File: src/fpu_pkg.sv
// shared widths, operation codes, control-word fields and decoded-op types for the vector unit
package fpu_pkg;

  // datapath sizing
  localparam int DATA_W = 64;
  localparam int HALF_W = DATA_W / 2;
  localparam int NUM_FWD = 4;

  // 0 picks the issue operand, k picks result bus k-1
  localparam int FWD_SEL_W = 3;

  // exception flags and floating-point control word
  localparam int FLAG_W = 11;
  localparam int FPCSR_W = 32;
  // enable bits sit at 21:11
  localparam int FPCSR_EN_LSB = 11;
  localparam int EXC_CODE_W = 4;

  // functional-unit slot joined to execution index
  localparam int TAG_W = 9;

  typedef enum logic [3:0] {
    OP_AND = 4'd0,
    OP_OR = 4'd1,
    OP_XOR = 4'd2,
    OP_ANDN = 4'd3,
    OP_PERM = 4'd4
  } fpu_op_e;

  // dup is applied after swap
  typedef struct packed {
    logic copy_a;
    logic swap;
    logic dup;
  } perm_mod_t;

  typedef struct packed {
    logic is_logic;
    logic [1:0] logic_sel;
    logic is_perm;
    perm_mod_t perm;
  } dec_op_t;

endpackage

File: src/fpu_op_if.sv
// decoded controls and stage enables passed from the issue control to the datapath blocks
`timescale 1ns/1ns

interface fpu_op_if;

  // stage-1 operand capture, same as input acceptance
  logic s1_load;
  // stage-2 result capture
  logic s2_load;
  // decoded operation held in stage 1
  fpu_pkg::dec_op_t s1_op;

  modport ctrl (
    output s1_load,
    output s2_load,
    output s1_op
  );

  modport exe (
    input s1_load,
    input s2_load,
    input s1_op
  );

endinterface

File: src/fpu_excpt_report.sv
// masks the raised flags with the control-word enables and retires the exception code
`timescale 1ns/1ns

module fpu_excpt_report (
  input  logic                           clk,
  input  logic                           rst,
  input  logic                           load_raise,
  input  logic [fpu_pkg::FLAG_W-1:0]     raise,
  input  logic [fpu_pkg::FPCSR_W-1:0]    fpcsr,
  fpu_op_if.exe                          ctl,
  output logic                           exc_en,
  output logic [fpu_pkg::EXC_CODE_W-1:0] exc_code
);

  logic [fpu_pkg::FLAG_W-1:0] raise_s1;
  logic [fpu_pkg::FLAG_W-1:0] masked;

  // lowest set flag wins, zero when nothing is set
  function automatic logic [fpu_pkg::EXC_CODE_W-1:0] lowest_set(
    input logic [fpu_pkg::FLAG_W-1:0] f
  );
    logic [fpu_pkg::EXC_CODE_W-1:0] idx;
    idx = '0;
    for (int i = fpu_pkg::FLAG_W - 1; i >= 0; i--) begin
      if (f[i]) begin
        idx = fpu_pkg::EXC_CODE_W'(i);
      end
    end
    return idx;
  endfunction

  always_ff @(posedge clk) begin
    if (load_raise) begin
      raise_s1 <= raise;
    end
  end

  assign masked = raise_s1 & fpcsr[fpu_pkg::FPCSR_EN_LSB +: fpu_pkg::FLAG_W];

  always_ff @(posedge clk) begin
    if (rst) begin
      exc_en <= 1'b0;
      exc_code <= '0;
    end else if (ctl.s2_load) begin
      exc_en <= |masked;
      exc_code <= lowest_set(masked);
    end
  end

endmodule

File: src/fpu_issue_ctrl.sv
// two-stage pipeline control: valid bits, stall, op decode at acceptance and the tag pipeline
`timescale 1ns/1ns

module fpu_issue_ctrl (
  input  logic                      clk,
  input  logic                      rst,
  input  logic                      in_valid,
  output logic                      in_ready,
  input  fpu_pkg::fpu_op_e          op,
  input  fpu_pkg::perm_mod_t        mod,
  input  logic [fpu_pkg::TAG_W-1:0] tag,
  output logic                      out_valid,
  input  logic                      out_ready,
  output logic [fpu_pkg::TAG_W-1:0] res_tag,
  fpu_op_if.ctrl                    ctl
);

  logic s1_valid;
  logic s2_valid;
  logic stall;
  logic accept;
  logic s2_load;
  fpu_pkg::dec_op_t s1_op_q;
  logic [fpu_pkg::TAG_W-1:0] s1_tag;

  function automatic fpu_pkg::dec_op_t decode_op(input fpu_pkg::fpu_op_e code,
                                                 input fpu_pkg::perm_mod_t m);
    fpu_pkg::dec_op_t d;
    d = '0;
    case (code)
      fpu_pkg::OP_AND: begin
        d.is_logic = 1'b1;
        d.logic_sel = 2'd0;
      end
      fpu_pkg::OP_OR: begin
        d.is_logic = 1'b1;
        d.logic_sel = 2'd1;
      end
      fpu_pkg::OP_XOR: begin
        d.is_logic = 1'b1;
        d.logic_sel = 2'd2;
      end
      fpu_pkg::OP_ANDN: begin
        d.is_logic = 1'b1;
        d.logic_sel = 2'd3;
      end
      fpu_pkg::OP_PERM: begin
        d.is_perm = 1'b1;
        d.perm = m;
      end
      // unused codes leave everything clear and retire a zero
      default: d = '0;
    endcase
    return d;
  endfunction

  // stage 2 full and the consumer not taking it
  assign stall = s2_valid & ~out_ready;
  assign in_ready = ~stall;
  assign accept = in_valid & in_ready;
  assign s2_load = s1_valid & ~stall;

  always_ff @(posedge clk) begin
    if (rst) begin
      s1_valid <= 1'b0;
      s2_valid <= 1'b0;
      s1_op_q <= '0;
    end else begin
      s1_valid <= accept | (s1_valid & stall);
      if (!stall) begin
        s2_valid <= s1_valid;
      end
      if (accept) begin
        s1_op_q <= decode_op(op, mod);
      end
    end
  end

  always_ff @(posedge clk) begin
    if (accept) begin
      s1_tag <= tag;
    end
    if (s2_load) begin
      res_tag <= s1_tag;
    end
  end

  assign out_valid = s2_valid;
  assign ctl.s1_load = accept;
  assign ctl.s2_load = s2_load;
  assign ctl.s1_op = s1_op_q;

endmodule

File: src/fpu_perm_logic.sv
// stage-2 execution of bitwise logic and single-precision half permutes on the stage-1 operands
`timescale 1ns/1ns

module fpu_perm_logic #(
  parameter int DATA_W = fpu_pkg::DATA_W
) (
  input  logic              clk,
  input  logic              rst,
  input  logic [DATA_W-1:0] a,
  input  logic [DATA_W-1:0] b,
  fpu_op_if.exe             ctl,
  output logic [DATA_W-1:0] res
);

  localparam int HALF = DATA_W / 2;

  logic [DATA_W-1:0] logic_res;
  logic [DATA_W-1:0] perm_src;
  logic [DATA_W-1:0] perm_swp;
  logic [DATA_W-1:0] perm_res;
  logic [DATA_W-1:0] next_res;

  always_comb begin
    case (ctl.s1_op.logic_sel)
      2'd0: logic_res = a & b;
      2'd1: logic_res = a | b;
      2'd2: logic_res = a ^ b;
      default: logic_res = a & ~b;
    endcase
  end

  // swap first, then duplicate the low half
  assign perm_src = ctl.s1_op.perm.copy_a ? a : b;
  assign perm_swp = ctl.s1_op.perm.swap ? {perm_src[HALF-1:0], perm_src[DATA_W-1:HALF]}
                                        : perm_src;
  assign perm_res = ctl.s1_op.perm.dup ? {perm_swp[HALF-1:0], perm_swp[HALF-1:0]}
                                       : perm_swp;

  always_comb begin
    if (ctl.s1_op.is_logic) begin
      next_res = logic_res;
    end else if (ctl.s1_op.is_perm) begin
      next_res = perm_res;
    end else begin
      next_res = '0;
    end
  end

  always_ff @(posedge clk) begin
    if (rst) begin
      res <= '0;
    end else if (ctl.s2_load) begin
      res <= next_res;
    end
  end

endmodule

File: src/fpu_unit.sv
// single-lane vector unit top: forwarding, logic/permute execution and exception retire
`timescale 1ns/1ns

module fpu_unit #(
  parameter int DATA_W = fpu_pkg::DATA_W,
  parameter int NUM_FWD = fpu_pkg::NUM_FWD
) (
  input  logic                           clk,
  input  logic                           rst,
  // issue side
  input  logic                           in_valid,
  output logic                           in_ready,
  input  fpu_pkg::fpu_op_e               op,
  input  fpu_pkg::perm_mod_t             mod,
  input  logic [DATA_W-1:0]              a,
  input  logic [DATA_W-1:0]              b,
  input  logic [fpu_pkg::FWD_SEL_W-1:0]  sel_a,
  input  logic [fpu_pkg::FWD_SEL_W-1:0]  sel_b,
  input  logic                           late_a,
  input  logic                           late_b,
  input  logic [fpu_pkg::FLAG_W-1:0]     raise,
  input  logic [fpu_pkg::TAG_W-1:0]      tag,
  // result buses and control word
  input  logic [NUM_FWD-1:0][DATA_W-1:0] fwd_bus,
  input  logic [fpu_pkg::FPCSR_W-1:0]    fpcsr,
  // result side
  output logic                           out_valid,
  input  logic                           out_ready,
  output logic [DATA_W-1:0]              res,
  output logic [fpu_pkg::TAG_W-1:0]      res_tag,
  output logic                           exc_en,
  output logic [fpu_pkg::EXC_CODE_W-1:0] exc_code
);

  fpu_op_if op_if ();

  logic [DATA_W-1:0] opnd_a;
  logic [DATA_W-1:0] opnd_b;

  fpu_issue_ctrl u_ctrl (
    .clk       (clk),
    .rst       (rst),
    .in_valid  (in_valid),
    .in_ready  (in_ready),
    .op        (op),
    .mod       (mod),
    .tag       (tag),
    .out_valid (out_valid),
    .out_ready (out_ready),
    .res_tag   (res_tag),
    .ctl       (op_if.ctrl)
  );

  // operands load on the same acceptance as the op
  fwd_operand_mux #(.DATA_W(DATA_W), .NUM_FWD(NUM_FWD)) u_fwd_a (
    .clk       (clk),
    .rst       (rst),
    .load      (op_if.s1_load),
    .issue_val (a),
    .sel       (sel_a),
    .late      (late_a),
    .fwd_bus   (fwd_bus),
    .opnd      (opnd_a)
  );

  fwd_operand_mux #(.DATA_W(DATA_W), .NUM_FWD(NUM_FWD)) u_fwd_b (
    .clk       (clk),
    .rst       (rst),
    .load      (op_if.s1_load),
    .issue_val (b),
    .sel       (sel_b),
    .late      (late_b),
    .fwd_bus   (fwd_bus),
    .opnd      (opnd_b)
  );

  fpu_perm_logic #(.DATA_W(DATA_W)) u_exec (
    .clk (clk),
    .rst (rst),
    .a   (opnd_a),
    .b   (opnd_b),
    .ctl (op_if.exe),
    .res (res)
  );

  fpu_excpt_report u_excpt (
    .clk        (clk),
    .rst        (rst),
    .load_raise (op_if.s1_load),
    .raise      (raise),
    .fpcsr      (fpcsr),
    .ctl        (op_if.exe),
    .exc_en     (exc_en),
    .exc_code   (exc_code)
  );

endmodule

File: src/fwd_operand_mux.sv
// picks one source operand from the issue value or a current / one-cycle-old result bus
`timescale 1ns/1ns

module fwd_operand_mux #(
  parameter int DATA_W = fpu_pkg::DATA_W,
  parameter int NUM_FWD = fpu_pkg::NUM_FWD
) (
  input  logic                                  clk,
  input  logic                                  rst,
  input  logic                                  load,
  input  logic [DATA_W-1:0]                     issue_val,
  input  logic [fpu_pkg::FWD_SEL_W-1:0]         sel,
  input  logic                                  late,
  input  logic [NUM_FWD-1:0][DATA_W-1:0]        fwd_bus,
  output logic [DATA_W-1:0]                     opnd
);

  // bus values from the previous edge, sampled even while stalled
  logic [NUM_FWD-1:0][DATA_W-1:0] bus_prev;
  logic [DATA_W-1:0] pick;

  always_ff @(posedge clk) begin
    bus_prev <= fwd_bus;
  end

  always_comb begin
    // selects past the last bus give zero
    pick = '0;
    if (sel == '0) begin
      pick = issue_val;
    end
    for (int k = 0; k < NUM_FWD; k++) begin
      if (sel == fpu_pkg::FWD_SEL_W'(k + 1)) begin
        pick = late ? bus_prev[k] : fwd_bus[k];
      end
    end
  end

  // this is the stage-1 operand register
  always_ff @(posedge clk) begin
    if (rst) begin
      opnd <= '0;
    end else if (load) begin
      opnd <= pick;
    end
  end

endmodule

File: config.mk
export PLATFORM = sky130hd
export DESIGN_NAME = fpu_unit
export DESIGN_NICKNAME = d
export VERILOG_FILES = /design/src/fpu_pkg.sv /design/src/fpu_op_if.sv /design/src/fpu_excpt_report.sv /design/src/fpu_issue_ctrl.sv /design/src/fpu_perm_logic.sv /design/src/fpu_unit.sv /design/src/fwd_operand_mux.sv
export SDC_FILE = /design/constraint.sdc
export NUM_CORES = 1
export LEC_CHECK = 0
export ABC_CLOCK_PERIOD_IN_PS = 4000
export BUFFER_PORTS_ARGS = -buffer_cell sky130_fd_sc_hd__buf_2
export CORE_ASPECT_RATIO = 1.5
export CORE_MARGIN = 8
export CORE_UTILIZATION = 24
export DETAILED_ROUTE_END_ITERATION = 10
export GPL_TIMING_DRIVEN = 0
export HOLD_SLACK_MARGIN = 0.06
export SYNTH_ARGS = -nofsm -noshare
export SYNTH_HDL_FRONTEND = slang
export SYNTH_SLANG_ARGS = --single-unit
File: constraint.sdc
create_clock -name clk -period 4 [get_ports clk]
set_clock_uncertainty 0.1 [all_clocks]
set_input_delay 0.6 -clock clk [delete_from_list [all_inputs] [get_ports clk]]
set_output_delay 0.6 -clock clk [all_outputs]
set_load 0.005 [all_outputs]
==> results.txt <==
The tools report the number of max-capacitance violations reported as 4. The run gives 0.0271 mm2 as the synthesized cell area. After technology mapping, the gate count stands at 3,016. In this run, synthesis inferred 29 flip-flops with an integrated enable. For the arrival time of the worst setup path, the log shows 4.28 ns.

The die is 290 um wide. The logs give 37.4% for the post-synthesis sequential area ratio and 0.112 mm2 for the core area. Setup repair after global routing left no endpoint under its margin.

The HPWL after detailed placement is 126 mm. Root buffer cell: clkbuf_16. TritonCTS built the clock tree. The number of endpoints with negative hold slack in the final report is 0.

The slowest stage of the critical path is the clkbuf_2 cell. Yosys printed 0 warnings. The cell family with the largest share of critical-path delay is buffers and inverters. Entering global routing, the biggest net connects 30 pins. The area share of the leading cell type in the synthesized netlist is 34.1%, and the worst-skew pair later-pin latency is 0.67 ns.

The total buffers and inverters traversed by the critical path is 4. The logs give 28,674 for the number of global-route vias before repair and 215 mm for the wire length of the first global-routing pass. After clock tree synthesis, the clock-pin slew on the worst setup and hold paths is 0.06 ns.

Sorting the synthesized cells by how often they occur yields mux2i_1 (574), dfxtp_1 (462), a21oi_1 (193). The pre-antenna-repair detailed-routing pass consisted of 5 iterations. The tightest hold path in the finished design has a slack of 0.0987 ns. In the finished design, the share of the clock period the worst path needs comes to 97.3%.

The type of destination of the critical path was a register. The area overhead of the layout relative to synthesis was 34.0%; the last weighted congestion value of the routability-driven placer was 1.04. Global routing used 23.9% of the available tracks.

The logs give 151 for the total number of placement rows and 54 for the CTS buffer count. The final reports fail on capacitance limit, slew limit. IR analysis of the VDD net gives a maximum drop of 0.347 mV. At the worst endpoint, the required time is 4.39 ns.

The number of nets handed over by synthesis was 3,538. The hold-critical path depth is 3, and the path depth of the worst reg2reg path is 8. Number of nets in the layout: 4,383. The routed length per placed instance is 29.0 um. The run finished, with violations left. The average vias per placed instance is 5.29. The post-layout worst setup margin was 0.108 ns. After detailed routing, the total wire length is 156 mm. Synthesis inferred 491 register bits. The clock passes through at most 3 buffers.

The vertical die dimension is 427 um. The critical path goes through nor2b_1 > clkinv_1 > nand2_2 > clkinv_1 > clkbuf_1 > clkbuf_2 > nand3_1 > a21oi_1. The starting density of the core was 24.1%.

Counting distinct cell types in the post-synthesis netlist gives 52. The detailed-route via count was 28,528. Among all flip-flop cells after synthesis, the most frequent one is dfxtp_1. The die covers 0.124 mm2. Post-placement worst setup slack: -0.456 ns. The count of buffers added on input and output ports is 511.

Derived from the worst setup path, the maximum achievable clock frequency is 257 MHz. The most numerous cell type found on the critical path is clkinv_1. Once the clock tree was built, the resizer swapped 0 gates to a different size. The critical path start-end classification was register to register. The tools report the number of antenna violations at the first check in global routing as 49. The tools report the remaining antenna violation count as 0.

STA classifies the critical path startpoint as a register. At the pin with the least slew margin, the transition time is 1.54 ns. The detailed router finished its first iteration with 2,374 violations.

Of all cell types, the one taking the most synthesized area is dfxtp_1. The count of final setup violators is 0, and the delay of the slowest cell on the worst path is 0.58 ns. The proportion of register bits with asynchronous set or reset after synthesis was 0%; the time the worst path needs with I/O delays and setup was 3.89 ns. In this run the static leakage power is 14.9 nW. The post-CTS repair timing setup buffer count was 0; the critical path depth in cells was 8. The worst hold path belongs to the class input port to register.

In this run the mean area of a mapped cell was 8.98 um2. For this run the aggregate overflow at the end of global routing stands at 0. The worst slew slack as a fraction of its limit came out at -5.49%. The most numerous cell in the Yosys netlist was mux2i_1. The max-slew violation count came out at 23.

Dividing total power by cell area gives a power density of 379 mW/mm2. The H-tree was split into 2 levels. After synthesis, the cell types taking the most area are dfxtp_1 (34%), mux2i_1 (21%), a211oi_1 (4.3%), o22ai_1 (4.2%), a21oi_1 (3.6%). Counting every sink on the clock net gives 491. Largest fanout on the critical path: 29.

535 I/O pins were placed. After detailed routing, the number of remaining DRC violations is 0. The proportion of layout cells with a drive suffix above 1 is 18.0%.
## through the flow
| step | instances | cell area, um2 | util [%] | power (mW) | setup TNS (ns) |
|---|---|---|---|---|---|
| 2_1_floorplan | 3016 | 27100 | - | 6.74 | 0 |
| 3_3_place_gp | 4980 | 31500 | 28.0 | 7.84 | -14.44 |
| 3_5_place_dp | 4982 | 31500 | 28.0 | 7.89 | -5.33 |
| 4_1_cts | 5360 | 36200 | 32.2 | 13.8 | 0 |
| 5_1_grt | 5377 | 36300 | 32.3 | 14.2 | 0 |
| 6_report | 5390 | 36300 | 32.3 | 13.8 | 0 |
## area by class of cell
cell class	count	area, um2
fill	11819	76100
multi-input combinational	2127	15400
sequential	491	10100
timing repair buffer	790	5340
tap	1453	1820
clock buffer	69	1520
buffer	262	1070
inverter	135	507
clock inverter	33	449
antenna	30	75.1
## final timing paths
| kind | startpoint | to | slack [ns] |
|---|---|---|---|
| worst max-delay path | u_ctrl.out_valid | u_ctrl.ctl.s1_op[5] | 0.11 |
| worst min-delay path | a[4] | u_fwd_a.opnd[4] | 0.1 |
| worst max register to register | u_ctrl.out_valid | u_ctrl.ctl.s1_op[5] | 0.11 |
| worst min register to register | u_ctrl.s1_tag[3] | u_ctrl.res_tag[3] | 0.31 |
## timing repair
| item | in CTS | in global routing |
|---|---|---|
| setup endpoints to repair | 0 | 1 |
| hold buffers | 276 | 0 |
| endpoints found under the hold margin | 276 | 0 |
## power by group
group	switching, mW	total, mW	internal, mW
Sequential	0.402	5.64	5.24
Combinational	1.43	2.46	1.03
Clock	2.43	5.67	3.24
## routing by layer
| layer | track usage (%) | part of all wire [%] | wire length, um |
|---|---|---|---|
| met5 | 0 | 0.074 | 115 |
| met1 | 27.4 | 39 | 61200 |
| met2 | 39.3 | 45 | 70400 |
| met3 | 6.10 | 7.9 | 12300 |
| met4 | 15.9 | 7.9 | 12300 |
## registers in the layout, indices dropped and copies added, names as in the netlist, 4 cells and up, named ones only
register and cells:
u_fwd_b.bus_prev 256, u_fwd_b.opnd 64, u_ctrl.s1_tag 9, u_excpt.raise_s1 11, u_ctrl.res_tag 9, u_fwd_a.opnd 64
u_ctrl.ctl.s1_op 7, u_excpt.exc_code 4, u_exec.res 64
## tightest hold or removal path, stage by stage
cell and delay, ns:
buf_2 0.07, a21oi_1 0.05, a21oi_1 0.11
## cell usage in the layout, fill, tap and decap left out, types with 59 or more instances in the layout
cell           Yosys  layout
a211oi_1         155     155
a21oi_1          193     193
nor2_1           167     167
nand2_1          145     145
clkbuf_1         178     182
dfxtp_1          462     462
ha_1              67      67
buf_2             48     560
mux2i_1          574     574
o22ai_1          184     184
dlygate4sd3_1      0     276
inv_1            133     133
a31oi_1           59      59
nor3_1            63      62
o21ai_0          180     180
## logic make-up after synthesis
kind of cell | Yosys count | share of synthesized area, %
AOI/OAI and AO/OA | 878 | 20.5
muxes | 583 | 22.0
and+or+nand+nor | 533 | 9.17
DFF | 491 | 37.4
buffers and inverters | 398 | 5.83
adders and majority gates | 67 | 3.09
xor gates and xnor gates | 66 | 2.13
(Power assumes the default switching activity.)
